--- config.mk ---
export PLATFORM = sky130hd
export DESIGN_NAME = write_pipeline
export DESIGN_NICKNAME = d
export VERILOG_FILES = /design/src/source/regfile_pkg.sv /design/src/source/write_pipeline.sv
export VERILOG_INCLUDE_DIRS = /design/src /design/src/source
export SDC_FILE = /design/constraint.sdc
export NUM_CORES = 1
export LEC_CHECK = 0
export BUFFER_PORTS_ARGS = -buffer_cell sky130_fd_sc_hd__buf_2
export CAP_MARGIN = 20
export CORE_ASPECT_RATIO = 1.1
export CORE_MARGIN = 1
export CORE_UTILIZATION = 48
export CTS_CLUSTER_SIZE = 8
export DETAILED_ROUTE_END_ITERATION = 8
export HOLD_SLACK_MARGIN = 0.12
export PLACE_DENSITY = 0.91
export SLEW_MARGIN = 20
export SYNTH_ARGS = -nofsm -noshare
export SYNTH_HDL_FRONTEND = slang
export SYNTH_SLANG_ARGS = --single-unit
--- constraint.sdc ---
create_clock -name clk -period 4.2 [get_ports clk]
set_input_delay 0.63 -clock clk [delete_from_list [all_inputs] [get_ports clk]]
set_output_delay 0.63 -clock clk [all_outputs]
set_load 0.005 [all_outputs]
--- src/source/regfile_defs.svh ---
`ifndef REGFILE_DEFS_SVH
`define REGFILE_DEFS_SVH

// Register value width
`define REGFILE_DATA_WIDTH 32

// 128 physical registers
`define REGFILE_PHYS_ADDR_WIDTH 7

// 32 architectural registers
`define REGFILE_ARCH_ADDR_WIDTH 5

// Port counts
`define REGFILE_WR_PORTS 2
`define REGFILE_RD_PORTS 2

`endif

--- src/source/regfile_pkg.sv ---
`include "regfile_defs.svh"

package regfile_pkg;

  typedef logic [`REGFILE_DATA_WIDTH-1:0] data_t;
  typedef logic [`REGFILE_PHYS_ADDR_WIDTH-1:0] phys_addr_t;
  typedef logic [`REGFILE_ARCH_ADDR_WIDTH-1:0] arch_addr_t;

  // One entry per write port, port 1 in the upper slot
  typedef logic [`REGFILE_WR_PORTS-1:0] wr_en_t;
  typedef phys_addr_t [`REGFILE_WR_PORTS-1:0] wr_addr_t;
  typedef data_t [`REGFILE_WR_PORTS-1:0] wr_data_t;

endpackage

--- src/source/write_pipeline.sv ---
`include "regfile_defs.svh"

module write_pipeline
  import regfile_pkg::*;
(
  input  logic     clk,
  input  logic     rst,
  input  wr_en_t   wr_en,
  input  wr_addr_t wr_addr,
  input  wr_data_t wr_data,
  output wr_en_t   s1_en,
  output wr_addr_t s1_addr,
  output wr_data_t s1_data,
  output wr_en_t   s2_en,
  output wr_addr_t s2_addr,
  output wr_data_t s2_data
);

  // Strobes move every cycle
  always_ff @(posedge clk) begin
    if (rst) begin
      s1_en <= '0;
      s2_en <= '0;
    end else begin
      s1_en <= wr_en;
      s2_en <= s1_en;
    end
  end

  // Stage one payload
  always_ff @(posedge clk) begin
    for (int i = 0; i < `REGFILE_WR_PORTS; i++) begin
      if (wr_en[i]) begin
        s1_addr[i] <= wr_addr[i];
        s1_data[i] <= wr_data[i];
      end
    end
  end

  // Stage two payload, feeds the array write
  always_ff @(posedge clk) begin
    for (int i = 0; i < `REGFILE_WR_PORTS; i++) begin
      if (s1_en[i]) begin
        s2_addr[i] <= s1_addr[i];
        s2_data[i] <= s1_data[i];
      end
    end
  end

endmodule

==> flow_metrics.tcl <==
set metrics [dict create \
    ff_latch_area_um2 4767 \
    totalNegativeSetupSlack_ns 0 \
    crit_chain "buf_2" \
    post_cts_resized 0 \
    peakVddDrop_mv 0.3323 \
    period_needed_ns 2.372 \
    intPower_mw 2.852 \
    clk_pin_slew_ns 0.06 \
    start_util_pct 50.22 \
    slew_headroom_pct 35.69 \
    cp.required_ns 3.57 \
    powerDensity_nw_per_um2 530.7 \
    reg2reg_slack_ns 2.84 \
    p_sw_share_pct 19.80 \
    maxCapViolCount 0 \
    antennaDiodeCount 0 \
    path_delay_family "flip-flops" \
    initialDrtViolationCount 123 \
    cts_tree "yes" \
    vias_per_cell 4.792 \
    root_buffer "clkbuf_8" \
    grt_pass1_vias 2699 \
    fillers 627 \
    vias 2655 \
    area_growth_pct 39.89 \
    skew_ns 0.006763 \
    cpMaxStageDelayCell "dfxtp_2" \
    finalSetupViolations 0 \
    critPathLaunchType "flip-flop" \
    die_h_um 106.8 \
    pwr-share-clk_pct 39.7 \
    final_cells 554 \
    grt_antenna_before_repair 1 \
    yosysSeqAreaShare_pct 99.48 \
    drc 0 \
    power_mw 3.556 \
    hold_buffers 0 \
    die_area_um2 10380 \
    h-tree-depth 4 \
    synth_cell_types 3 \
    grt_setup_unrepaired "false" \
    gp_congestion 0.7782 \
    grt_max_degree 42 \
    status "finished clean" \
    multi_input_area_um2 25.02 \
    nets 506 \
    dp_cells 522 \
    grt_first_pass_wirelength_mm 14.46 \
    path_class "flip-flop to output pin" \
    min_path_type "input pin to flip-flop" \
    numCtsBuffers 17 \
    io_buffers 241 \
    fp.dieW_um 97.24 \
    crit_path_max_fanout 41 \
    ios 242 \
    period_share_pct 56.48 \
    post-cts-setup-buffer-count 0 \
    cp-end-kind "output pin" \
    slowest_delay_ns 0.96 \
    routedWlPerCell_um 18.20 \
    postRouteAntennaNets 0 \
    worstMarginPinSlew_ns 0.9646 \
    syn_inst 164 \
    worst_ep_arrival_time_ns 1.74 \
    p_seq_share_pct 55.0 \
    gr-total-overflow 0 \
    p_leak_nw 2.747 \
    drive_gt1_share_pct 62.01 \
    hold_viol 0 \
    yosys_warnings 0 \
    drtPass1Iterations 4 \
    grtUsageTotal_pct 19.69 \
    core_area_um2 9537 \
    drv_slew 0 \
    clock_latency_ns 0.51 \
    synth_area_per_cell_um2 29.20 \
    ys_seq_elements 160 \
    path_buf_inv 1 \
    cts_sinks 160 \
    final_cell_mix "buf_2 (241), edfxtp_1 (156), clkbuf_16 (16)" \
    syn_nets 246 \
    max_freq_ghz 0.4215 \
    final_common_cell "buf_2" \
    cts_buffer_depth 2 \
    syn-cell-area_um2 4790 \
    finalWirelength_mm 10.09 \
    placementRows 37 \
    p_switching_mw 0.7041 \
    p_comb_share_pct 5.4 \
    hpwlAfterDp_mm 7.186 \
]
-- synthesized netlist by cell type --
cell | instances | area (um^2)
edfxtp_1 | 156 | 4684
nor2b_1 | 4 | 25.02
dfxtp_1 | 4 | 80.08
-- area by class of cell --
cell class | instances | share of cell area, %
tap | 117 | 2.185
timing repair buffer | 241 | 18.00
multi-input combinational | 4 | 0.3735
sequential | 160 | 71.15
clock inverter | 10 | 1.681
clock buffer | 22 | 6.611
-- layer usage --
| metal | global-route usage (%) | up-vias | part of all wire (%) |
|---|---|---|---|
| li1 | - | 1182 | - |
| met4 | 14.18 | 2 | 3.7 |
| met5 | 0 | - | 0.099 |
| met1 | 19.97 | 1311 | 34 |
| met2 | 34.31 | 126 | 56 |
| met3 | 6.258 | 34 | 5.5 |
-- state kept, by name (all words and copies together), names as in the netlist --
name,cells
s2_data,64
s1_addr,14
s2_en,2
s1_data,64
s2_addr,14
s1_en,2
-- cell families after synthesis --
kind of cell / after synthesis / synth area share [%]
flip-flops: 160 / 99.48
AND/OR/NAND/NOR: 4 / 0.5224
-- path summary, 6_finish.rpt --
check / cells past startpoint / from / end
setup / recovery: 1 / s1_en[0] / s1_en[0]
hold / removal: 1 / wr_addr[9] / s1_addr[9]
hold reg to reg: 0 / s1_data[11] / s2_data[11]
setup reg to reg: 0 / s1_en[0] / s2_addr[3]
-- through the flow --
| step | area, um^2 | worst slack (ns) | hold WS (ns) | utilization (%) |
|---|---|---|---|---|
| floorplan | 4790 | 2.407 | 0.4521 | - |
| global placement | 6145 | 2.409 | 0.4243 | 64.43 |
| detailed placement | 6145 | 2.347 | 0.4274 | 64.43 |
| CTS | 6700 | 1.784 | 0.2594 | 70.26 |
| global route | 6700 | 1.740 | 0.2554 | 70.26 |
| finish | 6700 | 1.828 | 0.2910 | 70.26 |
-- power groups by stage --
stage / clock [mW] / combinational, mW / sequential [mW]
2_1_floorplan: 0 / 0.00117 / 1.99
5_1_grt: 1.50 / 0.205 / 1.97
4_1_cts: 1.44 / 0.194 / 1.96
3_3_place_gp: 0 / 0.187 / 1.98
6_report: 1.41 / 0.191 / 1.95
3_5_place_dp: 0 / 0.193 / 1.99
Power figures use the tool's default switching activity.
