===== src/source/regfile_defs.svh =====
`ifndef REGFILE_DEFS_SVH
`define REGFILE_DEFS_SVH

// Register value width
`define REGFILE_DATA_WIDTH 32

// 128 physical registers
`define REGFILE_PHYS_ADDR_WIDTH 7

// 32 architectural registers
`define REGFILE_ARCH_ADDR_WIDTH 5

// Port counts
`define REGFILE_WR_PORTS 2
`define REGFILE_RD_PORTS 2

`endif


===== src/source/regfile_pkg.sv =====
`include "regfile_defs.svh"

package regfile_pkg;

  typedef logic [`REGFILE_DATA_WIDTH-1:0] data_t;
  typedef logic [`REGFILE_PHYS_ADDR_WIDTH-1:0] phys_addr_t;
  typedef logic [`REGFILE_ARCH_ADDR_WIDTH-1:0] arch_addr_t;

  // One entry per write port, port 1 in the upper slot
  typedef logic [`REGFILE_WR_PORTS-1:0] wr_en_t;
  typedef phys_addr_t [`REGFILE_WR_PORTS-1:0] wr_addr_t;
  typedef data_t [`REGFILE_WR_PORTS-1:0] wr_data_t;

endpackage


===== src/source/arch_regfile.sv =====
`include "regfile_defs.svh"

module arch_regfile
  import regfile_pkg::*;
(
  input  logic       clk,
  input  logic       rst,
  input  logic       ret_en,
  input  arch_addr_t ret_arch,
  input  data_t      ret_data,
  input  arch_addr_t rd0_arch,
  output data_t      rd0_data,
  input  arch_addr_t rd1_arch,
  output data_t      rd1_data
);

  localparam int DEPTH = 2 ** `REGFILE_ARCH_ADDR_WIDTH;

  logic       cap_en;
  arch_addr_t cap_arch;
  data_t      cap_data;
  data_t      arch_mem [DEPTH];

  // Capture stage
  always_ff @(posedge clk) begin
    if (rst) begin
      cap_en <= 1'b0;
    end else begin
      cap_en <= ret_en;
    end
  end

  always_ff @(posedge clk) begin
    if (ret_en) begin
      cap_arch <= ret_arch;
      cap_data <= ret_data;
    end
  end

  // Committed state, zero out of reset
  always_ff @(posedge clk) begin
    if (rst) begin
      for (int i = 0; i < DEPTH; i++) begin
        arch_mem[i] <= '0;
      end
    end else if (cap_en) begin
      arch_mem[cap_arch] <= cap_data;
    end
  end

  // No bypass from the capture stage
  assign rd0_data = arch_mem[rd0_arch];
  assign rd1_data = arch_mem[rd1_arch];

endmodule


===== config.mk =====
export PLATFORM = sky130hd
export DESIGN_NAME = arch_regfile
export DESIGN_NICKNAME = d
export VERILOG_FILES = /design/src/source/regfile_pkg.sv /design/src/source/arch_regfile.sv
export VERILOG_INCLUDE_DIRS = /design/src /design/src/source
export SDC_FILE = /design/constraint.sdc
export NUM_CORES = 2
export LEC_CHECK = 0
export BUFFER_PORTS_ARGS = -buffer_cell sky130_fd_sc_hd__clkbuf_2
export CELL_PAD_IN_SITES_DETAIL_PLACEMENT = 1
export CELL_PAD_IN_SITES_GLOBAL_PLACEMENT = 1
export CORE_ASPECT_RATIO = 2
export CORE_UTILIZATION = 38
export DETAILED_ROUTE_END_ITERATION = 6
export PLACE_DENSITY = 0.7
export SLEW_MARGIN = 10
export SYNTH_ARGS = -nofsm -noshare
export SYNTH_HDL_FRONTEND = slang
export SYNTH_SLANG_ARGS = --single-unit

===== constraint.sdc =====
create_clock -name clk -period 3.6 [get_ports clk]
set_clock_uncertainty 0.05 [all_clocks]
set_input_delay 0.36 -clock clk [delete_from_list [all_inputs] [get_ports clk]]
set_output_delay 0.36 -clock clk [all_outputs]
set_load 0.005 [all_outputs]

==> results.txt <==
----------------------------------------------------
[Flow run]
  Max-capacitance violation count ... 0

[Routing]
  Routed Wire Length ... 220.8 mm
  Remaining routing DRC violations ... 0
  Per-cell via count in the routed design ... 6.068
  Violation count after the first detailed-route iteration ... 3771
  Average wire per standard cell ... 32.87 µm
  First drt pass iteration count ... 6
  Number of nets with antenna violations after detailed routing ... 0
  DR vias ... 40760

[Placement]
  Final estimated routing congestion in global placement ... ~0.89
  Final HPWL from detailed placement ... 138.5 mm
  Quantity of I/O buffers inserted on ports ... 113

[Global routing]
  Number of global-route vias before repair ... 43660
  Pin count of the biggest net entering global routing ... 66
  Initial antenna violation count ... 20
  Overall fraction of global-route tracks in use ... 0.2835
  Leftover overflow at the end of global routing ... 0
  Global-route wire length before repair ... 309.6 mm

[Clocking]
  Buffer levels on the longest clock path ... 3
  CTS clock-pin slew for the worst setup and hold paths ... 0.07 ns
  CTS tree ... done
  Total number of H-tree levels ... 3
  Cell at the root of the clock tree ... sky130_fd_sc_hd__clkbuf_16
  Number of clock buffers inserted by TritonCTS ... 100
  Clock tree sinks ... 1062
  Clock insertion delay at the later pin of the skew report ... 0.73 ns

[Logic synthesis]
  Number of flip-flops and latches in the synthesized netlist ... 1062
  Post-Syn Instances ... approximately 4700
  Most common flop cell mapped by yosys ... sky130_fd_sc_hd__edfxtp_1
  Syn_nets ... between 4000 and 5000
  Number of synthesized flops with an enable pin ... 1061
  Synthesized area divided by synthesized cell count ... about 12 µm²
  Sequential element share of the synthesized area ... 0.5534
  Async set or reset register ratio after synthesis ... 0
  Synth Cell Area ... 57600 µm²
  Number of distinct standard cells referenced by the synthesized netlist ... 33
  Synth warnings ... 0

[Timing]
  Final Hold Viols ... 0
  Hold slack ... 0.1157 ns
  Sum of negative setup slack ... 0 ns
  Rel. slew slack ... 0.1619
  Setup repair after global routing missed its margin ... false
  Clock period minus final worst setup slack ... 3.033 ns
  Slew at the pin closest to its max-slew limit ... 1.257 ns
  Period Utilization, post-route ... 0.8426
  Peak clock frequency supported by timing ... 0.3297 GHz
  Final Max Slew Viols ... 0
  Number of setup violations in the final report ... 0

[Critical path]
  Data arrival, critical path ... 2.62 ns
  End of the worst register-to-register path ... arch_mem[12][3]
  Largest fanout of any net on the critical path ... 28
  Required time of the critical path ... 3.19 ns
  Reg-to-reg slack, setup ... 0.81 ns
  Reg2Reg Depth ... 4
  Capture point of the worst path ... rd1_data[31]
  Sort of element at the start of the critical path ... primary input
  Critical path type ... in -> out
  Endpoint kind of the worst setup timing path ... primary output
  RR Startpoint ... cap_arch[1]
  Worst setup startpoint ... rd1_arch[2]

[Power]
  Total power density per cell area ... 442.1 nW/µm²
  IR drop worst, VDD ... 0.4186 mV
  Power after layout ... 28480 µW
  Reported leakage power ... roughly 0.026 µW

[Cells and area]
  Fraction of layout cells with a size suffix above 1 ... 0.1164
  Final design utilization ... 0.4290
  Layout-stage area growth over the synthesis result ... 11.83%
  Commonest cells after routing, fill and taps aside ... sky130_fd_sc_hd__edfxtp_1, sky130_fd_sc_hd__mux2i_1, sky130_fd_sc_hd__and2_1, sky130_fd_sc_hd__nand2_1, sky130_fd_sc_hd__nand3_1
  Commonest non-fill, non-tap cell in the layout ... sky130_fd_sc_hd__edfxtp_1
  Layout fillers ... 15470
  Post-layout nets ... 4743
  Area of combinational cells with multiple inputs ... 23470 µm²
  Flip-flop and latch area ... approximately 32000 µm²

[Floorplanning]
  Count of standard-cell rows ... approximately 200
  Die outline area ... 153200 µm²
  Initial core utilization ... 0.3837
  # IOs ... 114
  CORE AREA ... ~150000 µm²
  Die Y ... 552.6 µm
  Die width ... 277.3 µm

[Worst hold path]
  Worst min path class ... in -> reg
  Origin of the worst min-delay path ... rst

[Run status]
  Run status ... completed

----------------------------------------------------
per-stage QoR:
stage	std cells	instance area [µm²]	setup slack, ns
after global placement	6482	60760	0.6769
after floorplan	4679	57600	1.459
after CTS	6703	64380	0.6412
after global routing	6704	64380	0.5581
after detailed placement	6482	60760	0.6372
final	6718	64420	0.5667
worst min-delay path by stage:
stage / to / slack [ns] / cells after the start
after global routing: cap_en / 0.14 / 3
final: cap_en / 0.12 / 3
after floorplan: cap_en / 0.38 / 1
after detailed placement: cap_data[27] / 0.49 / 1
after global placement: cap_data[9] / 0.49 / 1
after CTS: cap_en / 0.08 / 3
report_power, final:
part,switching [µW],total [µW],internal [µW]
Clock,5090,10900,5810
Sequential,454,14400,13900
Combinational,2080,3190,1110
Total,7620,28500,20900
sequential cells by signal, indices dropped and copies added (netlist names):
signal / count
arch_mem: 1024
cap_data: 32
cap_arch: 5
cap_en: 1
worst max-delay path, cell delays in order:
cell and delay [ns]:
sky130_fd_sc_hd__clkbuf_2 0.21, sky130_fd_sc_hd__and2_4 0.65, sky130_fd_sc_hd__a22o_1 0.25, sky130_fd_sc_hd__nor3_1 0.05, sky130_fd_sc_hd__a31oi_1 0.55, sky130_fd_sc_hd__nand3_1 0.34
sky130_fd_sc_hd__clkbuf_2 0.20
synthesized netlist by cell type (4+ instances only):
cell type	number	area [µm²]
sky130_fd_sc_hd__nand2b_1	4	25.02
sky130_fd_sc_hd__and2_1	1026	6419
sky130_fd_sc_hd__mux2i_1	1024	10250
sky130_fd_sc_hd__a22oi_1	192	1441
sky130_fd_sc_hd__a21oi_1	192	960.9
sky130_fd_sc_hd__nor2b_1	5	31.28
sky130_fd_sc_hd__nand2_1	195	732.0
sky130_fd_sc_hd__clkbuf_1	177	664.4
sky130_fd_sc_hd__or2_2	34	212.7
sky130_fd_sc_hd__buf_4	74	555.5
sky130_fd_sc_hd__buf_2	61	305.3
sky130_fd_sc_hd__buf_6	36	405.4
sky130_fd_sc_hd__buf_1	24	90.09
sky130_fd_sc_hd__nor2_4	8	90.09
sky130_fd_sc_hd__clkbuf_2	72	360.4
sky130_fd_sc_hd__edfxtp_1	1061	31860
sky130_fd_sc_hd__nor2_1	22	82.58
sky130_fd_sc_hd__a22o_1	128	1121
sky130_fd_sc_hd__nor2_8	6	120.1
sky130_fd_sc_hd__nand3_1	193	965.9
sky130_fd_sc_hd__a31oi_1	64	400.4
sky130_fd_sc_hd__nor3_1	64	320.3
final cells by class:
class | count | area share
repair buffers | 360 | 0.05233
diodes | 15 | 0.0005827
clock inverters | 65 | 0.009770
multi-input cells | 3169 | 0.3643
flip-flops and latches | 1062 | 0.4949
clock buffers | 119 | 0.04061
well taps | 1928 | 0.03745
routing by layer:
| layer | part of all wire | GRT usage | vias up | wire, µm |
|---|---|---|---|---|
| li1 | - | - | 17160 | - |
| met2 | 0.51 | 0.5055 | 1869 | 113700 |
| met3 | 0.060 | 0.03929 | 764 | 13350 |
| met1 | 0.35 | 0.3016 | 20970 | 76220 |
| met4 | 0.080 | 0.2148 | 2 | 17580 |
| met5 | 0.000068 | 0 | - | 15 |
what timing repair did:
item,in CTS,in global routing
endpoints found under the hold margin,37,0
buffers inserted,0,0
hold buffers,37,0
gates resized for setup,0,0
logic make-up (layout without fill, tap and decap cells):
logic type	after synthesis	after routing	synth area share
simple gates	1569	1569	0.1585
flops	1062	1062	0.5534
mux	1024	1024	0.1779
compound gates	576	576	0.06812
buf+inv	448	544	0.04199
other cells	0	15	0
Power figures use the tool's default switching activity.
