`config.mk`:
```
export PLATFORM = sky130hd
export DESIGN_NAME = bypass_select
export DESIGN_NICKNAME = d
export VERILOG_FILES = /design/src/source/regfile_pkg.sv /design/src/source/bypass_select.sv
export VERILOG_INCLUDE_DIRS = /design/src /design/src/source
export SDC_FILE = /design/constraint.sdc
export NUM_CORES = 1
export LEC_CHECK = 0
export ABC_AREA = 1
export BUFFER_PORTS_ARGS = -buffer_cell sky130_fd_sc_hd__buf_2
export CAP_MARGIN = 5
export CORE_AREA = 2 2 120 122
export DETAILED_ROUTE_END_ITERATION = 16
export DIE_AREA = 0 0 122 124
export PLACE_DENSITY = 0.58
export SLEW_MARGIN = 25
export SYNTH_ARGS = -nofsm -noshare
export SYNTH_HDL_FRONTEND = slang
export SYNTH_SLANG_ARGS = --single-unit
```
`constraint.sdc`:
```
create_clock -name vclk -period 2.4
set_input_delay 0.24 -clock vclk [all_inputs]
set_output_delay 0.24 -clock vclk [all_outputs]
set_load 0.005 [all_outputs]
```
`src/source/regfile_defs.svh`:
```
`ifndef REGFILE_DEFS_SVH
`define REGFILE_DEFS_SVH

// Register value width
`define REGFILE_DATA_WIDTH 32

// 128 physical registers
`define REGFILE_PHYS_ADDR_WIDTH 7

// 32 architectural registers
`define REGFILE_ARCH_ADDR_WIDTH 5

// Port counts
`define REGFILE_WR_PORTS 2
`define REGFILE_RD_PORTS 2

`endif

```
`src/source/regfile_pkg.sv`:
```
`include "regfile_defs.svh"

package regfile_pkg;

  typedef logic [`REGFILE_DATA_WIDTH-1:0] data_t;
  typedef logic [`REGFILE_PHYS_ADDR_WIDTH-1:0] phys_addr_t;
  typedef logic [`REGFILE_ARCH_ADDR_WIDTH-1:0] arch_addr_t;

  // One entry per write port, port 1 in the upper slot
  typedef logic [`REGFILE_WR_PORTS-1:0] wr_en_t;
  typedef phys_addr_t [`REGFILE_WR_PORTS-1:0] wr_addr_t;
  typedef data_t [`REGFILE_WR_PORTS-1:0] wr_data_t;

endpackage

```
`src/source/bypass_select.sv`:
```
`include "regfile_defs.svh"

module bypass_select
  import regfile_pkg::*;
(
  input  phys_addr_t addr,
  input  data_t      ram_data,
  input  wr_en_t     s0_en,
  input  wr_addr_t   s0_addr,
  input  wr_data_t   s0_data,
  input  wr_en_t     s1_en,
  input  wr_addr_t   s1_addr,
  input  wr_data_t   s1_data,
  input  wr_en_t     s2_en,
  input  wr_addr_t   s2_addr,
  input  wr_data_t   s2_data,
  output data_t      data
);

  wr_en_t hit_s0;
  wr_en_t hit_s1;
  wr_en_t hit_s2;

  // Address match per in-flight write
  always_comb begin
    for (int i = 0; i < `REGFILE_WR_PORTS; i++) begin
      hit_s0[i] = s0_en[i] && (s0_addr[i] == addr);
      hit_s1[i] = s1_en[i] && (s1_addr[i] == addr);
      hit_s2[i] = s2_en[i] && (s2_addr[i] == addr);
    end
  end

  // Oldest source first, each later assignment overrides
  always_comb begin
    data = ram_data;
    for (int i = 0; i < `REGFILE_WR_PORTS; i++) begin
      if (hit_s2[i]) begin
        data = s2_data[i];
      end
    end
    for (int i = 0; i < `REGFILE_WR_PORTS; i++) begin
      if (hit_s1[i]) begin
        data = s1_data[i];
      end
    end
    for (int i = 0; i < `REGFILE_WR_PORTS; i++) begin
      if (hit_s0[i]) begin
        data = s0_data[i]; // Same-cycle write is newest
      end
    end
  end

endmodule

```
==> results of run 1 <==
==> metal layers <==
layer,wire [um],GRT usage [%],vias to the layer above
met4,235,2.59,0
met3,1220,1.88,20
li1,-,-,2904
met1,7260,26.7,2288
met5,0,0,-
met2,8250,38.5,253
==> cell families after synthesis <==
| family | count (synthesis) | share of synthesized area, % |
|---|---|---|
| AO/OA/AOI/OAI | 44 | 6.58 |
| buffers and inverters | 172 | 22.3 |
| AND/OR/NAND/NOR | 527 | 67.8 |
| XOR/XNOR | 13 | 3.27 |
==> layout make-up <==
type,instances,area (um^2),share of cell area [%]
inverter,122,458,8.56
multi-input combinational,584,2880,53.9
tap,180,225,4.21
timing repair buffer,335,1790,33.4
==> synth_stat cells, types with 2 or more instances <==
cell and instances:
nor3_1 32, nand3_2 31, nor4_1 2, buf_2 20, a21oi_1 32, nand2_4 2
buf_4 14, clkbuf_1 2, xnor2_1 5, nand3b_1 32, buf_6 14, xor2_1 7
nand2_1 304, inv_1 114, nand4_1 5, inv_2 8, nand3_1 69, o22ai_1 4
nor2_1 39, o21ai_0 2, nor2_4 3
==> worst paths after layout <==
| check | startpoint | to | slack, ps | depth (start not counted) |
|---|---|---|---|---|
| setup / recovery | addr[5] | data[31] | 320 | 14 |
| hold / removal | s0_data[63] | data[31] | 740 | 4 |
==> stage by stage <==
step | hold slack (ps) | utilization (%) | worst slack, ps | std cells
6_report | 740 | 39.0 | 316 | 1221
5_1_grt | 760 | 39.0 | 75.1 | 1221
4_1_cts | 743 | 39.0 | 294 | 1221
3_5_place_dp | 741 | 39.0 | 298 | 1221
3_3_place_gp | 741 | 39.0 | 301 | 1221
2_1_floorplan | 577 | - | 769 | 756
==> power breakdown <==
part	internal (W)	switching, W
Clock	0	0
Combinational	0.000325	0.000345
Sequential	0	0
Total	0.000325	0.000345
==> impl_results.md, run 1 <==
* Slowest stage delay, CP at 300 ps
* Post-synthesis sequential area ratio at 0%
* DR iter-0 viols at 277
* Final ANT Viol Nets at 0
* CTS resizes at 0
* Fillcell total at 1626
* First-pass GRT wire length at 24900 um
* Hold Path Class: in -> out
* Port Buf Inserts at 311
* Final count of pins violating max slew at 0
* Largest net degree at the start of global routing at 65
* Ant diodes at 0
* Most frequent cells in the layout: buf_2 (311), nand2_1 (304), inv_1 (114), nand3_1 (69), nor2_1 (39)
* Drt pass-1 iters at 5
* Synth top area share at 30.8%
* Mapped cell area at 3710 um^2
* Initial antenna violation count at 0
* Num ports at 311
* Status: finished, final reports clean
* Fmax at 480 MHz
* Clock buf count at 0
* Cells after synthesis at 756
* Area leader, netlist: nand2_1
* Syn Nets at 1035
* Setup crit start kind: primary input
* Overall Global Routing Usage at 20.7%
* Slew margin rel. at 75.3%
* Area post-placement at 5350 um^2
* CP Max Fanout at 23
* Setup tns final at 0 ps
* Register area at 0 um^2
* # setup viols final at 0
* Arrival @ worst endpoint at 1840 ps
* Data required, critical path at 2160 ps
* Maximum VDD drop at 64.8 uV
* Hold Vio Cnt, Final at 0
* Cts hold-fix bufs at 0
* Yosys warning total at 0
* Period utilization at 86.8%
* Synth top area cells: nand2_1 (31%), inv_1 (12%), nand3_1 (9.3%)
* Routed via count at 5465
* Yosys cell types at 36
* CP max-delay cell: buf_4
* Worst-Margin Slew at 371 ps
* Critical-path cell list: buf_2 > inv_2 > nand2_1 > nand3_1 > nor2_4 > buf_4 > nand3_1 > nand3_1 > nand3_1 > nand2_1 > nand2_1 > nand2_1 > nand2_1 > buf_2
* Routability congestion estimate at 0.889
* Total power at 0.000669 W
* Average size of a mapped cell at 4.90 um^2
* WP buf/inv at 4
* Drt wl/cell at 13.9 um
* Starting Density at 27.0%
* Final instance area at 5350 um^2
* Hpwl dp at 14300 um
* RSZ-0062 raised after global routing: no
* Worst Setup End Kind: primary output
* Die area at 15100 um^2
* Vias per cell at 4.48
* Fin nets at 1322
* CP Class: in -> out
* MaxCap Viol Count at 0
* Layout cell share with drive strength beyond 1 at 37.3%
* Final min period at 2080 ps
* Die W at 122 um
* Overflow after GRT at 0
* Pleak at 3.44 nW
* Delay-heaviest family, CP: simple AND/OR/NAND/NOR gates
* Die H at 124 um
* DRT Wirelength at 17000 um
* Setup Fix Bufs, Post-CTS at 0
* # DRC at 0
* Row cnt at 43
* Commonest non-fill, non-tap cell in the layout: buf_2
* Pwr per Cell Area at 125 nW/um^2
* Core footprint at 13700 um^2
* Most used cell, CP: nand2_1
* Sequential cell count at 0
* Area grow syn2layout at 44.4%
* Vias in the first global route at 4987
Power figures use the tool's default switching activity.
==> run 2: changes to the inputs <==
==> constraint.sdc (replaced) <==
create_clock -name vclk -period 2.06
set_input_delay 0.309 -clock vclk [all_inputs]
set_output_delay 0.309 -clock vclk [all_outputs]
set_load 0.005 [all_outputs]
==> run 2 against run 1 <==
The flow now finishes with violations (setup timing). Sequential share of layout area unchanged. Non-clock buffer count increased by 66. Cell area increased by 37%. Cell count increased by 5.5%. Power increased by 59%. Critical path depth unchanged. Die area unchanged. First-iteration DRC count increased by 7.6%. Routed wire length increased by 17%. Count of clock-buffer cells in the layout unchanged. Flip-flop and latch count unchanged. Worst hold slack improved by 130 ps. Largest power group unchanged. Highest routed layer unchanged.
==> impl_results.md, run 2 (same netlist as run 1, synthesis figures left out) <==
* Status: complete, but fails checks
* Failing checks: setup timing
* Data required, critical path at 1750 ps (-410 ps)
* Post-layout util at 53.6% (+15 points)
* Place WS at -162 ps (-460 ps)
* Die H at 124 um (unchanged)
* Fmax at 466 MHz
* Row cnt at 43 (unchanged)
* Arrival @ worst endpoint at 1840 ps (about the same)
* Die W at 122 um (unchanged)
* Sequential cell count at 0 (unchanged)
* Final min period at 2150 ps
* Initial antenna violation count at 0 (unchanged)
* Hold Vio Cnt, Final at 0 (unchanged)
* DR iter-0 viols at 298 (+7.6%)
* Final ANT Viol Nets at 0 (unchanged)
* Worst Setup End Kind: primary output
* Min setup slack post-route at -85.0 ps (-401 ps)
* Num ports at 311 (unchanged)
* Hold_sp: s0_data[61]
* Pwr per Cell Area at 145 nW/um^2 (+16%)
* Slew margin rel. at 76.1% (+0.86 points)
* Period utilization at 104%
* Psw at 0.000511 W (+48%)
* Fin nets at 1389 (+5.1%)
* Total power at 0.00106 W (+59%)
* Maximum VDD drop at 103 uV (+60%)
* CP Class: in -> out
* Switching portion of total power at 48.0% (-3.5 points)
* # setup viols final at 32 (+32)
* Overall Global Routing Usage at 22.4% (+1.7 points)
* Clock buf count at 0 (unchanged)
* Overflow after GRT at 0 (unchanged)
* RSZ-0062 raised after global routing: yes
* Starting Density at 27.0% (unchanged)
* Largest net degree at the start of global routing at 33 (-49%)
* Vias in the first global route at 5482 (+9.9%)
* Drt wl/cell at 15.4 um (+11%)
* Vias per cell at 4.62 (+3.2%)
* MaxCap Viol Count at 0 (unchanged)
* Internal power at 0.000554 W (+71%)
* Sequential fraction of design power at 0% (unchanged)
* Hold Path Stages at 4 (unchanged)
* Worst hold endpoint: data[29]
* Most frequent cells in the layout: buf_2 (302), nand2_1 (259), inv_1 (108), nand3_2 (58), nand2_2 (39)
* Area grow syn2layout at 98.3%
* Comb power frac at 100.0% (about the same)
* Hold Path Class: in -> out
* Register area at 0 um^2 (unchanged)
* Ant diodes at 0 (unchanged)
* Inst Count DP at 1244 (+1.9%)
* Worst-Margin Slew at 357 ps (-13.8 ps)
* Routed via count at 5949 (+8.9%)
* Routability congestion estimate at 0.919 (+3.3%)
* Post-route insts no fill at 1288 (+5.5%)
* Hpwl dp at 14200 um (-0.20%)
* Clk pwr share at 0% (unchanged)
* Setup crit start kind: primary input
* DRT Wirelength at 19800 um (+17%)
* Commonest non-fill, non-tap cell in the layout: buf_2
* Drt pass-1 iters at 7 (+2)
* Port Buf Inserts at 311 (unchanged)
* Die area at 15100 um^2 (unchanged)
* # DRC at 0 (unchanged)
* First-pass GRT wire length at 26900 um (+7.8%)
* CP Max Fanout at 10 (-57%)
* Critical path origin: addr[3]
* Core footprint at 13700 um^2 (unchanged)
* Pleak at 4.20 nW (+22%)
* Final count of pins violating max slew at 0 (unchanged)
* Layout cell share with drive strength beyond 1 at 52.1% (+15 points)
==> run 2: layer usage <==
metal | routed length, um | GRT usage (%) | share of wire (%) | vias to the layer above
met5 | 0 | 0 | 0 | -
met4 | 169 | 1.94 | 0.85 | 0
met3 | 1280 | 1.47 | 6.5 | 15
met2 | 9940 | 43.4 | 50 | 243
met1 | 8400 | 28.0 | 42 | 2639
li1 | - | - | - | 3052
==> run 2: layout make-up <==
cell class | count | area, um^2
Fill cell | 1409 | 6370
Inverter | 122 | 498
Multi-Input combinational cell | 585 | 3500
Tap cell | 180 | 225
Timing Repair Buffer | 401 | 3130
==> run 2: per-stage QoR <==
| step | hold WS [ps] | setup TNS, ps | cell area, um^2 |
|---|---|---|---|
| after floorplan | 715 | 0 | 3710 |
| after global placement | 878 | -2610 | 5660 |
| after detailed placement | 880 | -4170 | 5660 |
| after CTS | 878 | -1070 | 6370 |
| after global routing | 899 | -4720 | 7350 |
| final | 873 | -1450 | 7350 |
==> run 2: how the worst max path moves through the flow <==
stage	end	slack, ps	depth (start not counted)
after floorplan	data[23]	290	10
after global routing	data[2]	-180	15
after CTS	data[23]	-60	14
final	data[5]	-90	14
after detailed placement	data[17]	-160	13
after global placement	data[2]	-120	13
==> run 2: worst max-delay path: stages <==
cell       delay [ps]
buf_12            110
xnor2_2           190
nand2_2           100
nor2_4            160
buf_6             180
clkbuf_16         170
nand3_1           100
nand3_2           100
nand3_2            60
nand2_1            60
nand2_1            60
nand2_1            70
nand2_1            40
buf_2             110
==> run 2: repair_timing <==
item                       in CTS  in global routing
buffers inserted               14                  8
hold buffers                    0                  0
gates resized for setup        93                156
gates cloned                    9                 14
pin swaps                      13                 67
setup endpoints to repair      32                 32
==> run 2: power groups by stage <==
stage	registers, W	clock network (W)	logic [W]
after floorplan	0	0	0.000370
after global placement	0	0	0.000827
final	0	0	0.00106
after CTS	0	0	0.000926
after detailed placement	0	0	0.000828
after global routing	0	0	0.00117
==> run 3: changes to the inputs <==
--- a/config.mk
+++ b/config.mk
@@ -6,13 +6,13 @@
 export SDC_FILE = /design/constraint.sdc
 export NUM_CORES = 1
 export LEC_CHECK = 0
-export ABC_AREA = 1
 export BUFFER_PORTS_ARGS = -buffer_cell sky130_fd_sc_hd__buf_2
 export CAP_MARGIN = 5
-export CORE_AREA = 2 2 120 122
+export CORE_AREA = 2 2 122 124
 export DETAILED_ROUTE_END_ITERATION = 16
-export DIE_AREA = 0 0 122 124
-export PLACE_DENSITY = 0.58
+export DIE_AREA = 0 0 124 126
+export MAX_ROUTING_LAYER = met4
+export PLACE_DENSITY = 0.47
 export SLEW_MARGIN = 25
 export SYNTH_ARGS = -nofsm -noshare
 export SYNTH_HDL_FRONTEND = slang
==> run 3 against run 2 <==
The flow still finishes with violations (setup timing). Global-route usage shrank 4.9 points. Count of clock-buffer cells in the layout is the same. Critical path depth shrank 4. Cell count shrank 31%. Largest cell class unchanged. Fmax shrank 13%. Critical endpoint is now data[24]. Core utilization shrank 21 points. Highest routed layer unchanged. Area after synthesis shrank 31%. Critical path type unchanged.
==> impl_results.md, run 3 <==
* Status: complete, but fails checks
* Failing checks: setup timing
* Vias per cell at 4.73 (+2.4%)
* Critical path origin: addr[0]
* Mapped cell area at 2560 um^2 (-31%)
* Data required, critical path at 1750 ps (about the same)
* Hold Path Stages at 4 (unchanged)
* Cts hold-fix bufs at 0 (unchanged)
* DRT Wirelength at 14400 um (-27%)
* Internal power at 0.000368 W (-34%)
* Synth top area cells: mux2i_1 (13%), a211o_1 (11%), a32oi_1 (11%)
* Worst-Margin Slew at 440 ps (+83.3 ps)
* CP Class: in -> out
* # DRC at 0 (unchanged)
* Multi-input gate area at 2360 um^2 (-32%)
* Final count of pins violating max slew at 0 (unchanged)
* Layout cell share with drive strength beyond 1 at 50.6% (-1.5 points)
* First-pass GRT wire length at 21000 um (-22%)
* Worst Setup End Kind: primary output
* Vias in the first global route at 4119 (-25%)
* Overall Global Routing Usage at 17.5% (-4.9 points)
* Final min period at 2480 ps (+334 ps)
* Synth top area share at 12.5% (-18 points)
* Die H at 126 um (+1.6%)
* Sequential cell count at 0 (unchanged)
* Hold Vio Cnt, Final at 0 (unchanged)
* Area grow syn2layout at 79.6%
* Place WS at -474 ps (-311 ps)
* Post-route insts no fill at 884 (-31%)
* Routed via count at 4181 (-30%)
* Maximum VDD drop at 83.6 uV (-19%)
* Most frequent cells in the layout: buf_2 (306), nand2_1 (65), nor2_1 (37)
* Commonest non-fill, non-tap cell in the layout: buf_2
* Total power at 0.000613 W (-42%)
* Pleak at 2.44 nW (-42%)
* Period utilization at 120% (+16 points)
* Die area at 15600 um^2 (+3.3%)
* Port Buf Inserts at 311 (unchanged)
* Hold Path Class: in -> out
* Final ANT Viol Nets at 0 (unchanged)
* Setup tns final at -12230 ps (-10770 ps)
* Largest net degree at the start of global routing at 37 (+12%)
* Arrival @ worst endpoint at 2170 ps (+330 ps)
* DR iter-0 viols at 159 (-47%)
* Hpwl dp at 11700 um (-18%)
* Fillcell total at 1623 (+15%)
* Slew margin rel. at 70.7% (-5.5 points)
* Most frequent cell after synthesis: nand2_1
* Yosys cell types at 21 (-42%)
* Psw at 0.000245 W (-52%)
* Post-synthesis sequential area ratio at 0% (unchanged)
* # setup viols final at 32 (unchanged)
* Cells after synthesis at 394 (-48%)
* Inst Count DP at 880 (-29%)
* Sequential fraction of design power at 0% (unchanged)
* Clk pwr share at 0% (unchanged)
* Routability congestion estimate at 0.909 (-1.1%)
* Fmax at 403 MHz (-13%)
* Comb power frac at 100.0% (about the same)
* Overflow after GRT at 0 (unchanged)
* Fin nets at 977 (-30%)
* Register area at 0 um^2 (unchanged)
* Pwr per Cell Area at 133 nW/um^2 (-8.1%)
* CP Max Fanout at 13 (+3)
* RSZ-0062 raised after global routing: yes
* Worst hold endpoint: data[30]
* Num ports at 311 (unchanged)
* MaxCap Viol Count at 0 (unchanged)
* Average size of a mapped cell at 6.50 um^2 (+33%)
* Min setup slack post-route at -419 ps (-334 ps)
* Row cnt at 44 (+2.3%)
* Drt wl/cell at 16.3 um (+6.3%)
* Yosys warning total at 0 (unchanged)
* Clock buf count at 0 (unchanged)
* Starting Density at 17.9% (-9.1 points)
* Die W at 124 um (+1.6%)
* Switching portion of total power at 40.0% (-8.0 points)
* Initial antenna violation count at 4 (+4)
* Most frequent cells after synthesis: nand2_1 (65), nor2_1 (38)
* Setup crit start kind: primary input
* Syn Nets at 673 (-35%)
* Core footprint at 14300 um^2 (+4.3%)
* Drt pass-1 iters at 5 (-2)
* Hold_sp: s0_data[62]
* Area leader, netlist: mux2i_1
[run 3: cell types whose count changed after synthesis, sizes merged, moves of 21 or more]
cell	delta
a32oi	+32
a211o	+32
inv	-122
nand3	-100
buf	-21
nor3	-34
nand2	-242
mux2i	+32
xor2	+22
o21a	+32
o21ai	+29
nand3b	-32
[run 3: through the flow]
stage | util, % | hold slack [ps] | cell area (um^2)
6_report | 32.1 | 922 | 4600
5_1_grt | 32.1 | 941 | 4600
4_1_cts | 31.9 | 922 | 4570
3_5_place_dp | 31.7 | 921 | 4540
3_3_place_gp | 31.7 | 922 | 4540
2_1_floorplan | - | 710 | 2600
[run 3: repair_timing]
| action | 4_1_cts | 5_1_grt |
|---|---|---|
| setup buffers | 0 | 0 |
| endpoints found under the setup margin | 32 | 32 |
| endpoints found under the hold margin | 0 | 0 |
| gates resized for setup | 7 | 4 |
[run 3: critical path: stages]
cell	delay (ps)
buf_8	110
xor2_1	130
nor4_1	330
buf_4	180
nand4_4	100
buf_12	190
mux2i_1	130
a211o_1	330
a32oi_1	200
buf_2	140
[run 3: worst max path at each step]
stage | to | slack [ps] | cells after the start
2_1_floorplan | data[11] | -150 | 8
3_3_place_gp | data[7] | -480 | 10
3_5_place_dp | data[11] | -470 | 10
4_1_cts | data[3] | -420 | 10
5_1_grt | data[22] | -480 | 10
6_report | data[24] | -420 | 10
[run 3: logic make-up (layout without fill, tap and decap cells)]
logic type,Yosys count,after routing,synth area share (%)
AO/OA/AOI/OAI,160,160,43.8
other,0,4,0
AND/OR/NAND/NOR,118,118,20.3
multiplexers,32,32,12.5
buffers and inverters,42,344,9.09
XOR/XNOR,42,42,14.4
[run 3: layout make-up]
cell class / count / area share [%]
Antenna cell: 4 / 0.218
Tap cell: 184 / 5.00
Multi-Input combinational cell: 352 / 51.3
Timing Repair Buffer: 344 / 43.4
[run 3: power groups by stage]
stage	Combinational (W)	Clock (W)	Sequential, W
3_3_place_gp	0.000604	0	0
2_1_floorplan	0.000231	0	0
5_1_grt	0.000676	0.000000000260	0
3_5_place_dp	0.000604	0	0
4_1_cts	0.000612	0	0
6_report	0.000613	0.000000000260	0
[run 3: routing by layer]
metal	share of wire, %	global-route usage, %
met2	50	31.4
met4	1.0	2.31
met5	0	-
met3	7.3	2.22
met1	42	21.2
