### config.mk
export PLATFORM = sky130hd
export DESIGN_NAME = read_port
export DESIGN_NICKNAME = d
export VERILOG_FILES = /design/src/source/regfile_pkg.sv /design/src/source/read_port.sv
export VERILOG_INCLUDE_DIRS = /design/src /design/src/source
export SDC_FILE = /design/constraint.sdc
export NUM_CORES = 1
export LEC_CHECK = 0
export ABC_AREA = 1
export CAP_MARGIN = 20
export CORE_MARGIN = 5
export CORE_UTILIZATION = 67
export CTS_CLUSTER_DIAMETER = 60
export CTS_CLUSTER_SIZE = 16
export DETAILED_ROUTE_END_ITERATION = 7
export DONT_BUFFER_PORTS = 1
export PLACE_DENSITY = 0.91
export SYNTH_ARGS = -nofsm -noshare
export SYNTH_HDL_FRONTEND = slang
export SYNTH_SLANG_ARGS = --single-unit
### constraint.sdc
create_clock -name clk -period 1.7 [get_ports clk]
set_input_delay 0.085 -clock clk [delete_from_list [all_inputs] [get_ports clk]]
set_output_delay 0.085 -clock clk [all_outputs]
set_load 0.03 [all_outputs]
### src/source/regfile_defs.svh
`ifndef REGFILE_DEFS_SVH
`define REGFILE_DEFS_SVH

// Register value width
`define REGFILE_DATA_WIDTH 32

// 128 physical registers
`define REGFILE_PHYS_ADDR_WIDTH 7

// 32 architectural registers
`define REGFILE_ARCH_ADDR_WIDTH 5

// Port counts
`define REGFILE_WR_PORTS 2
`define REGFILE_RD_PORTS 2

`endif

### src/source/regfile_pkg.sv
`include "regfile_defs.svh"

package regfile_pkg;

  typedef logic [`REGFILE_DATA_WIDTH-1:0] data_t;
  typedef logic [`REGFILE_PHYS_ADDR_WIDTH-1:0] phys_addr_t;
  typedef logic [`REGFILE_ARCH_ADDR_WIDTH-1:0] arch_addr_t;

  // One entry per write port, port 1 in the upper slot
  typedef logic [`REGFILE_WR_PORTS-1:0] wr_en_t;
  typedef phys_addr_t [`REGFILE_WR_PORTS-1:0] wr_addr_t;
  typedef data_t [`REGFILE_WR_PORTS-1:0] wr_data_t;

endpackage

### src/source/read_port.sv
module read_port
  import regfile_pkg::*;
(
  input  logic  clk,
  input  logic  rst,
  input  logic  read_en,
  input  logic  const_en,
  input  data_t const_val,
  input  logic  oe,
  input  data_t phys_data,
  input  data_t arch_data,
  output data_t data
);

  data_t src_data;

  // Constant, then physical, then retirement copy
  always_comb begin
    if (const_en) begin
      src_data = const_val;
    end else if (oe) begin
      src_data = phys_data;
    end else begin
      src_data = arch_data;
    end
  end

  // Held while read_en is low
  always_ff @(posedge clk) begin
    if (rst) begin
      data <= '0;
    end else if (read_en) begin
      data <= src_data;
    end
  end

endmodule

==> metrics.md, run 1 <==
| Metric | Value |
|---|---|
| Grt met2 use | 61.4% |
| Syn Area/Cell | 6.12 sq um |
| Post-CTS Setup Inserts | 0 |
| Setup TNS Final | 0 ns |
| Comb power frac | 23.2% |
| Switching share of power | 34.2% |
| Die Wd | 63.6 um |
| Status | completed |
| Final non-filler cell area | 2580 sq um |
| Fin nets | 468 |
| Hold depth | 4 |
| Netlist cell types | 12 |
| Sequential power share | 51.3% |
| Worst slew margin | 29.6% |
| Synth area leader | dfxtp_1 |
| Clock share of power | 25.5% |
| R2R cell count | 2 |
| Post-Place Cell Area | 1820 sq um |
| Initial Utilization | 69.9% |
| Worst Path Arrival | 1.89 ns |
| Number of global-route vias before repair | 2,424 |
| Regs by FF count | data x32 |
| Final Max Slew Viols | 0 |
| Netlist Area Pre-Place | 1930 sq um |
| Routed WL | 8720 um |
| Min Hold Slack | 0.000570 ns |
| Clock latency on the worst-skew pair | 0.33 ns |
| Worst slew pin tran | 1.05 ns |
| Iteration-0 DRC Markers | 542 |
| Pwr Total | 1.88 mW |
| RSZ-0062 raised after global routing | false |
| Clock tree buffer depth | 2 |
| CTS tree | yes |
| Residual DRC count | 0 |
| Max_cap viols | 0 |
| Critical Path End Type | flip-flop |
| Register area share after synthesis | 33.2% |
| Max reg flops | 32 |
| Period minus WS final | 1.63 ns |
| Required time worst endpoint | 1.96 ns |
| Delay of the slowest critical-path stage | 1.23 ns |
| Total Routing Usage GR | 37.5% |
| First-pass GRT wire length | 12,200 um |
| Synth top area share | 33.2% |
| Vias | 2,674 |
| Die Ht | 63.6 um |
| Flop2flop setup slack | 0.65 ns |
| Num rows | 19 |
| Hold Fails Final Rpt | 0 |
| First-pass DRT Iterations | 8 |
| Ys Warns | 0 |
| Mapped Nets | 416 |
| GR Util met1 | 42.4% |
| CP max stage cell | dlygate4sd3_1 |
| Final worst path period share | 95.8% |
| Leak Pwr | 1.31 nW |
| Cell Pwr Density | 727 nW/um^2 |
| Gates resized, CTS repair | 0 |
| Instance count on the critical path | 3 |
| Setup violation total in the final timing report | 0 |
| Worst-path maximum fanout | 30 |
| Ports | 133 |
| Sink Count | 32 |
| Worst vdd ir | 0.000758 V |
| Fin Clk Skew | 0 ns |
| Proportion of layout cells with a drive suffix above 1 | 3.54% |
| Final HPWL DP | 3560 um |
| Initial antenna violation count | 1 |
| Final Core Density | 93.7% |
| GR peak layer | met2 |
| Ordered cell list for the critical path | dlygate4sd3_1 -> o21ai_0 -> a21oi_1 |
| Peak Freq | 614 MHz |
| WP buf/inv | 1 |
| Top post-synthesis cells by area | dfxtp_1, a21oi_1, inv_1 |
| Core Area | 2760 sq um |
| DIE AREA | 4050 sq um |
| Reg with most FFs | data |
| TritonCTS buffer count | 5 |
| Total congestion overflow | 0 |
| CP top delay family | buffers and inverters |
| Met3 usage in global routing | 13.9% |
| Routed Antenna Nets | 0 |
| Yosys reg bits | 32 |
| Vias per Instance | 6.70 |
| Clock Pin Slew Worst Setup and Hold Paths | 0.10 ns |
| WL per Instance | 21.9 um |
| CTS Root Cell | clkbuf_4 |
| Max H-tree Level | 2 |
| Setup CP Type | input port to flip-flop |
| Min-Delay Path Class | input port to flip-flop |
| Crit path launch type | input port |
| Sw power | 642 uW |
| Placer Congestion | 0.814 |
| Largest net degree at the start of global routing | 33 |
| Synth Instances | 315 |
| Area growth, synth to finish | 34.1% |
| PortBufs | 0 |
| Cell internal pwr | 1.24 mW |
[power by group through the flow]
stage	clock, mW	combinational, mW	sequential, mW
floorplan	0	0.230	0.960
global placement	0	0.209	0.976
detailed placement	0	0.217	0.977
CTS	0.473	0.363	0.959
global route	0.516	0.467	0.966
finish	0.479	0.436	0.963
[Yosys cell counts]
library cell  instances
clkbuf_2              3
clkbuf_1              3
nand2_1              64
nand3_1              32
a21oi_1              64
o21ai_0              32
buf_4                 3
inv_1                65
buf_6                 5
buf_2                 9
dfxtp_1              32
inv_2                 3
[through the flow]
step | setup WS (ns) | instances
5_1_grt | 0.0751 | 399
4_1_cts | 0.159 | 394
3_3_place_gp | 0.799 | 324
6_report | 0.0708 | 399
2_1_floorplan | 0.922 | 315
3_5_place_dp | 0.733 | 324
[cells by family after synthesis]
family,share of synthesized area (%)
buffers and inverters,21.0
flip-flops,33.2
AND/OR/NAND/NOR,20.8
AO/OA/AOI/OAI,24.9
[cell usage in the layout, fill, tap and decap left out]
cell and n:
buf_4 1, dfxtp_1 32, diode_2 1, nand3_1 32, dlygate4sd3_1 65, clkbuf_8 2
inv_1 65, clkbuf_4 5, o21ai_0 32, inv_2 3, buf_8 1, nand2_1 64
a21oi_1 64, buf_16 1
[cell type report]
cell class | instances | area [sq um]
Antenna cell | 1 | 2.50
Clock buffer | 7 | 65.1
Fill cell | 96 | 174
Inverter | 68 | 255
Multi-Input combinational cell | 192 | 881
Sequential cell | 32 | 641
Tap cell | 31 | 38.8
Timing Repair Buffer | 68 | 701
[routing by layer]
layer	vias to the layer above	wire [um]
met2	328	3990
met3	88	1400
li1	1093	-
met4	0	659
met5	-	0
met1	1165	2680
[path summary, 6_finish.rpt]
kind / startpoint / endpoint
max reg2reg: data[26] / data[26]
min reg2reg: data[9] / data[9]
min: arch_data[11] / data[11]
max: read_en / data[26]
[what timing repair did]
action	CTS	global route
endpoints found under the hold margin	32	1
hold buffers	63	2
setup endpoints to repair	0	0
[worst register-to-register path, cell delays in order (launching register included)]
cell and delay (ns):
dfxtp_1 0.54, o21ai_0 0.20, a21oi_1 0.23
Note: power is estimated with default switching activity, not from simulation.
==> run 2, diff against run 1 <==
--- a/config.mk
+++ b/config.mk
@@ -7,14 +7,14 @@
 export NUM_CORES = 1
 export LEC_CHECK = 0
 export ABC_AREA = 1
+export BUFFER_PORTS_ARGS = -buffer_cell sky130_fd_sc_hd__clkbuf_2
 export CAP_MARGIN = 20
 export CORE_MARGIN = 5
-export CORE_UTILIZATION = 67
+export CORE_UTILIZATION = 45
 export CTS_CLUSTER_DIAMETER = 60
 export CTS_CLUSTER_SIZE = 16
 export DETAILED_ROUTE_END_ITERATION = 7
-export DONT_BUFFER_PORTS = 1
-export PLACE_DENSITY = 0.91
+export PLACE_DENSITY = 0.94
 export SYNTH_ARGS = -nofsm -noshare
 export SYNTH_HDL_FRONTEND = slang
 export SYNTH_SLANG_ARGS = --single-unit
==> run 2 against run 1 <==
Fmax grew 74%; combinational power grew 25%; wire length shrank 28%; global-route usage shrank 16 points; critical endpoint is now data[31].
==> metrics.md, run 2 (synthesis results as in run 1) <==
| Metric | Value |
|---|---|
| Status | completed |
| WL per Instance | 13.0 um |
| TritonCTS buffer count | 5 |
| R2R cell count | 2 |
| Most frequent cells in the layout | clkbuf_2, inv_1, nand2_1, a21oi_1 |
| Grt met2 use | 39.4% |
| Initial antenna violation count | 0 |
| Ant. Diodes | 0 |
| Crit path launch type | flip-flop |
| R2r startpoint | data[15] |
| Area growth, synth to finish | 36.3% |
| Max reg flops | 32 |
| Hold_sp | const_val[14] |
| Worst-path maximum fanout | 2 |
| Post-CTS Setup Inserts | 0 |
| Placer Congestion | 0.765 |
| Pwr Total | 1.99 mW |
| CP top delay family | flip-flops |
| Vias | 2,455 |
| Max_cap viols | 0 |
| Required time worst endpoint | 1.62 ns |
| Number of global-route vias before repair | 2,236 |
| Proportion of layout cells with a drive suffix above 1 | 33.6% |
| Min-Delay Path Class | input port to flip-flop |
| Peak Freq | 1070 MHz |
| First-pass GRT wire length | 9560 um |
| Hold Fails Final Rpt | 0 |
| Clock tree buffer depth | 2 |
| Final worst path period share | 55.2% |
| RSZ-0062 raised after global routing | false |
| Ports | 133 |
| Cell Pwr Density | 758 nW/um^2 |
| Routed WL | 6290 um |
| Clock latency on the worst-skew pair | 0.27 ns |
| Routed Antenna Nets | 0 |
| Worst slew pin tran | 0.569 ns |
| Residual DRC count | 0 |
| Multi-input gate area | 881 sq um |
| Met3 usage in global routing | 4.09% |
| Worst slew margin | 62.0% |
| End of the worst hold path | data[14] |
| DIE AREA | 5690 sq um |
| Period minus WS final | 0.938 ns |
| # fillers | 379 |
| Worst vdd ir | 0.000457 V |
| Commonest non-fill, non-tap cell in the layout | clkbuf_2 |
| PortBufs | 132 |
| Flop2flop setup slack | 1.03 ns |
| Total congestion overflow | 0 |
| Setup CP Type | flip-flop to primary output |
| WP buf/inv | 1 |
| FF+latch area | 641 sq um |
| CTS Root Cell | clkbuf_8 |
| Fin Clk Skew | 0 ns |
| Critical R2R Capture | data[15] |
| Max H-tree Level | 2 |
| Fin nets | 536 |
| Worst Path Arrival | 0.85 ns |
| Largest net degree at the start of global routing | 33 |
| Hold depth | 3 |
| CTS Hold Buffers Added | 0 |
| Vias per Instance | 5.06 |
| Core Area | 4090 sq um |
| First-pass DRT Iterations | 4 |
| Initial Utilization | 47.2% |
| Gates resized, CTS repair | 0 |
| Reg with most FFs | data |
| Iteration-0 DRC Markers | 200 |
| Delay of the slowest critical-path stage | 0.36 ns |
| Setup TNS Final | 0 ns |
| Sink Count | 32 |
| Setup violation total in the final timing report | 0 |
| Ordered cell list for the critical path | clkbuf_2 |
| CP max stage cell | dfxtp_1 |
| GR Util met1 | 24.4% |
| Final HPWL DP | 4560 um |
| Final Max Slew Viols | 0 |
| Die Ht | 75.4 um |
| Num rows | 23 |
| Regs by FF count | data x32 |
| Critical Path End Type | primary output |
| Total Routing Usage GR | 21.4% |
| CTS tree | yes |
| Die Wd | 75.4 um |
| GR peak layer | met2 |
| Clock Pin Slew Worst Setup and Hold Paths | 0.06 ns |
| Leak Pwr | 1.60 nW |
-- run 2: cell types whose count changed in the layout (fill, tap and decap cells not counted), moves of 3 or more --
cell / delta
buf_4: +3
clkbuf_2: +132
clkbuf_4: -5
clkbuf_8: +5
dlygate4sd3_1: -65
-- run 2: where the power goes --
part | switching, mW | leakage [nW] | internal, mW
Combinational | 0.339 | 1.28 | 0.204
Clock | 0.249 | 0.0503 | 0.360
Sequential | 0.0312 | 0.266 | 0.808
-- run 2: cell type report --
type                    instances  area share [%]
well taps                      50            2.38
inverters                      68            9.72
multi-input cells             192            33.5
clock buffers                   7            3.67
repair buffers                136            26.3
flip-flops and latches         32            24.4
-- run 2: routing by layer --
layer,routed length (um),up-vias
li1,-,1228
met1,2400,1097
met2,3240,123
met3,578,7
met4,66,0
met5,0,-
-- run 2: per-stage QoR --
| step | instances | area [sq um] | setup slack [ns] | hold slack [ns] | util (%) |
|---|---|---|---|---|---|
| 6_report | 485 | 2630 | 0.762 | 0.0968 | 64.3 |
| 5_1_grt | 485 | 2630 | 0.730 | 0.103 | 64.3 |
| 4_1_cts | 485 | 2630 | 0.754 | 0.0899 | 64.3 |
| 3_5_place_dp | 478 | 2530 | 0.600 | 0.376 | 61.9 |
| 3_3_place_gp | 478 | 2530 | 0.688 | 0.370 | 61.9 |
| 2_1_floorplan | 315 | 1930 | 0.922 | 0.274 | - |
-- run 2: how the worst max path moves through the flow --
stage | startpoint | to | slack, ns | cells past startpoint
after global placement | rst | data[30] | 0.69 | 5
after floorplan | data[29] | data[29] | 0.92 | 2
after detailed placement | rst | data[13] | 0.60 | 5
after CTS | data[31] | data[31] | 0.75 | 1
final | data[31] | data[31] | 0.76 | 1
after global routing | data[31] | data[31] | 0.73 | 1
==> run 3, diff against run 2 <==
--- a/config.mk
+++ b/config.mk
@@ -6,15 +6,15 @@
 export SDC_FILE = /design/constraint.sdc
 export NUM_CORES = 1
 export LEC_CHECK = 0
-export ABC_AREA = 1
+export ABC_AREA = 0
 export BUFFER_PORTS_ARGS = -buffer_cell sky130_fd_sc_hd__clkbuf_2
 export CAP_MARGIN = 20
 export CORE_MARGIN = 5
-export CORE_UTILIZATION = 45
+export CORE_UTILIZATION = 39
 export CTS_CLUSTER_DIAMETER = 60
 export CTS_CLUSTER_SIZE = 16
 export DETAILED_ROUTE_END_ITERATION = 7
-export PLACE_DENSITY = 0.94
+export PLACE_DENSITY = 0.85
 export SYNTH_ARGS = -nofsm -noshare
 export SYNTH_HDL_FRONTEND = slang
 export SYNTH_SLANG_ARGS = --single-unit
==> constraint.sdc (replaced) <==
create_clock -name clk -period 0.8 [get_ports clk]
set_input_delay 0.04 -clock clk [delete_from_list [all_inputs] [get_ports clk]]
set_output_delay 0.04 -clock clk [all_outputs]
set_load 0.03 [all_outputs]
==> run 3 against run 2 <==
The run now ends with negative setup slack left; sequential share of layout area decreased by 3.8 points; design area increased by 26%; global-route usage decreased by 3.0 points; combinational power increased to 2.8 times the previous value; final cell count decreased by 20%; worst hold slack got worse by 0.071 ns; non-clock buffer count increased by 12; power increased by 130%; critical path depth unchanged; worst setup slack got worse by 0.77 ns; critical path type unchanged; critical endpoint is now data[9].
==> metrics.md, run 3 <==
| Metric | Value |
|---|---|
| Setup violation total in the final timing report | 1 |
| WP buf/inv | 1 |
| Final Max Slew Viols | 0 |
| Vias per Instance | 5.25 |
| Final non-filler cell area | 3300 sq um |
| CP top delay family | flip-flops |
| Regs by FF count | data x32 |
| Vias | 2,032 |
| Fin nets | 417 |
| Die Wd | 83.2 um |
| Synth area leader | dfxtp_1 |
| Peak Freq | 1230 MHz |
| R2R cell count | 3 |
| Max_cap viols | 0 |
| Top FF cell, synth | dfxtp_1 |
| Post-synth top cells | dfxtp_1, mux2i_1, nand2b_1, nand4b_1, o221ai_2 |
| Reg with most FFs | data |
| Ant. Diodes | 0 |
| First-pass GRT wire length | 10,500 um |
| Max reg flops | 32 |
| Ys Warns | 0 |
| Initial Utilization | 40.4% |
| Initial antenna violation count | 0 |
| Register area share after synthesis | 30.6% |
| Hold Fails Final Rpt | 0 |
| Worst vdd ir | 0.000790 V |
| Clock Pin Slew Worst Setup and Hold Paths | 0.07 ns |
| Final Worst Setup Slack | -0.0101 ns |
| Final worst path period share | 101% |
| CTS Hold Buffers Added | 0 |
| Netlist Area Pre-Place | 2090 sq um |
| CTS Root Cell | clkbuf_8 |
| RSZ-0062 raised after global routing | true |
| Period minus WS final | 0.810 ns |
| Die Ht | 83.2 um |
| Post-Place Cell Area | 2760 sq um |
| Routed Antenna Nets | 0 |
| Netlist cell types | 12 |
| Worst slew pin tran | 0.402 ns |
| Worst-path maximum fanout | 2 |
| Top post-synthesis cells by area | dfxtp_1, o221ai_2, mux2i_1 |
| Proportion of layout cells with a drive suffix above 1 | 68.5% |
| Num rows | 26 |
| Worst slew margin | 73.2% |
| Clock tree buffer depth | 2 |
| Max H-tree Level | 2 |
| Instance count on the critical path | 1 |
| # fillers | 393 |
| Critical Path End Type | primary output |
| Leak Pwr | 1.45 nW |
| Residual DRC count | 0 |
| Setup CP Type | flip-flop to primary output |
| Crit path launch type | flip-flop |
| Placer Congestion | 0.747 |
| Total congestion overflow | 0 |
| Yosys reg bits | 32 |
| Area growth, synth to finish | 57.9% |
| Final Core Density | 63.8% |
| Flop2flop setup slack | 0.05 ns |
| Status | complete, but fails checks |
| PortBufs | 132 |
| Mapped Nets | 288 |
| Sink Count | 32 |
| Fin Clk Skew | 0 ns |
| TritonCTS buffer count | 5 |
| Iteration-0 DRC Markers | 89 |
| Total Routing Usage GR | 18.3% |
| WL per Instance | 16.5 um |
| Ordered cell list for the critical path | buf_8 |
| Worst Path Arrival | 0.77 ns |
| Number of global-route vias before repair | 2,214 |
| First-pass DRT Iterations | 4 |
| CP max stage cell | dfxtp_2 |
| Synth top area share | 30.6% |
| CTS tree | yes |
| Ports | 133 |
| Syn Area/Cell | 11.2 sq um |
| Post-Layout Cell Count | 387 |
| Failing checks | negative setup slack |
| Hold depth | 3 |
| Required time worst endpoint | 0.76 ns |
| Post-synth EDFFs | 0 |
| Asr flop ratio synth | 0% |
| Delay of the slowest critical-path stage | 0.36 ns |
| Routed WL | 6400 um |
| Clock latency on the worst-skew pair | 0.28 ns |
| Placed Instances | 371 |
| Min-Delay Path Class | input port to flip-flop |
| DIE AREA | 6930 sq um |
| Synth Instances | 187 |
| Cell Pwr Density | 1400 nW/um^2 |
| Final HPWL DP | 4300 um |
| Largest net degree at the start of global routing | 65 |
| Commonest non-fill, non-tap cell in the layout | clkbuf_2 |
| Core Area | 5170 sq um |
==> run 3: cells by family after synthesis <==
kind of cell / Yosys count / synth area share, %
AND/OR/NAND/NOR: 65 / 23.4
AO/OA/AOI/OAI: 32 / 22.4
multiplexers: 32 / 15.3
flip-flops: 32 / 30.6
buffers and inverters: 26 / 8.26
==> run 3: final timing paths <==
path,to,start
worst min register to register,data[7],data[7]
worst max-delay path,data[9],data[9]
worst max register to register,data[9],data[9]
worst min-delay path,data[0],const_val[0]
==> run 3: layout make-up <==
cell class	instances	area, sq um	area share, %
multi-input combinational	129	1280	38.8
timing repair buffer	148	1160	35.2
sequential	32	681	20.6
clock buffer	8	90.1	2.73
tap	70	87.6	2.65
==> run 3: power breakdown <==
group | internal [mW] | switching [mW]
clock network | 0.701 | 0.568
logic | 0.803 | 0.713
registers | 1.74 | 0.107
==> run 3: worst reg2reg max path: cells and delay by family (launching register included) <==
kind,cells,cell delay [ns]
compound gates,1,0.09
buf+inv,1,0.13
flops,1,0.34
simple gates,1,0.07
==> run 3: per-layer routing <==
| metal | vias to the layer above | global-route usage (%) | routed length, um |
|---|---|---|---|
| li1 | 997 | - | - |
| met1 | 935 | 19.1 | 2440 |
| met2 | 83 | 34.0 | 3380 |
| met3 | 17 | 4.95 | 401 |
| met4 | 0 | 8.02 | 182 |
| met5 | - | 0 | 0 |
==> run 3: stage by stage <==
step	TNS, ns	worst slack, ns	total power [mW]	hold slack (ns)
after floorplan	-4.81	-0.157	2.60	0.209
after global placement	-7.70	-0.259	3.01	0.298
after detailed placement	-8.23	-0.304	3.04	0.316
after CTS	-0.325	-0.0317	4.59	0.0166
after global routing	-0.540	-0.0415	4.86	0.0295
final	-0.0101	-0.0101	4.63	0.0255
==> run 3: what timing repair did <==
action,4_1_cts,5_1_grt
gates cloned,1,0
endpoints found under the setup margin,33,54
pin swaps,0,0
gates resized for setup,97,34
setup buffers,7,0
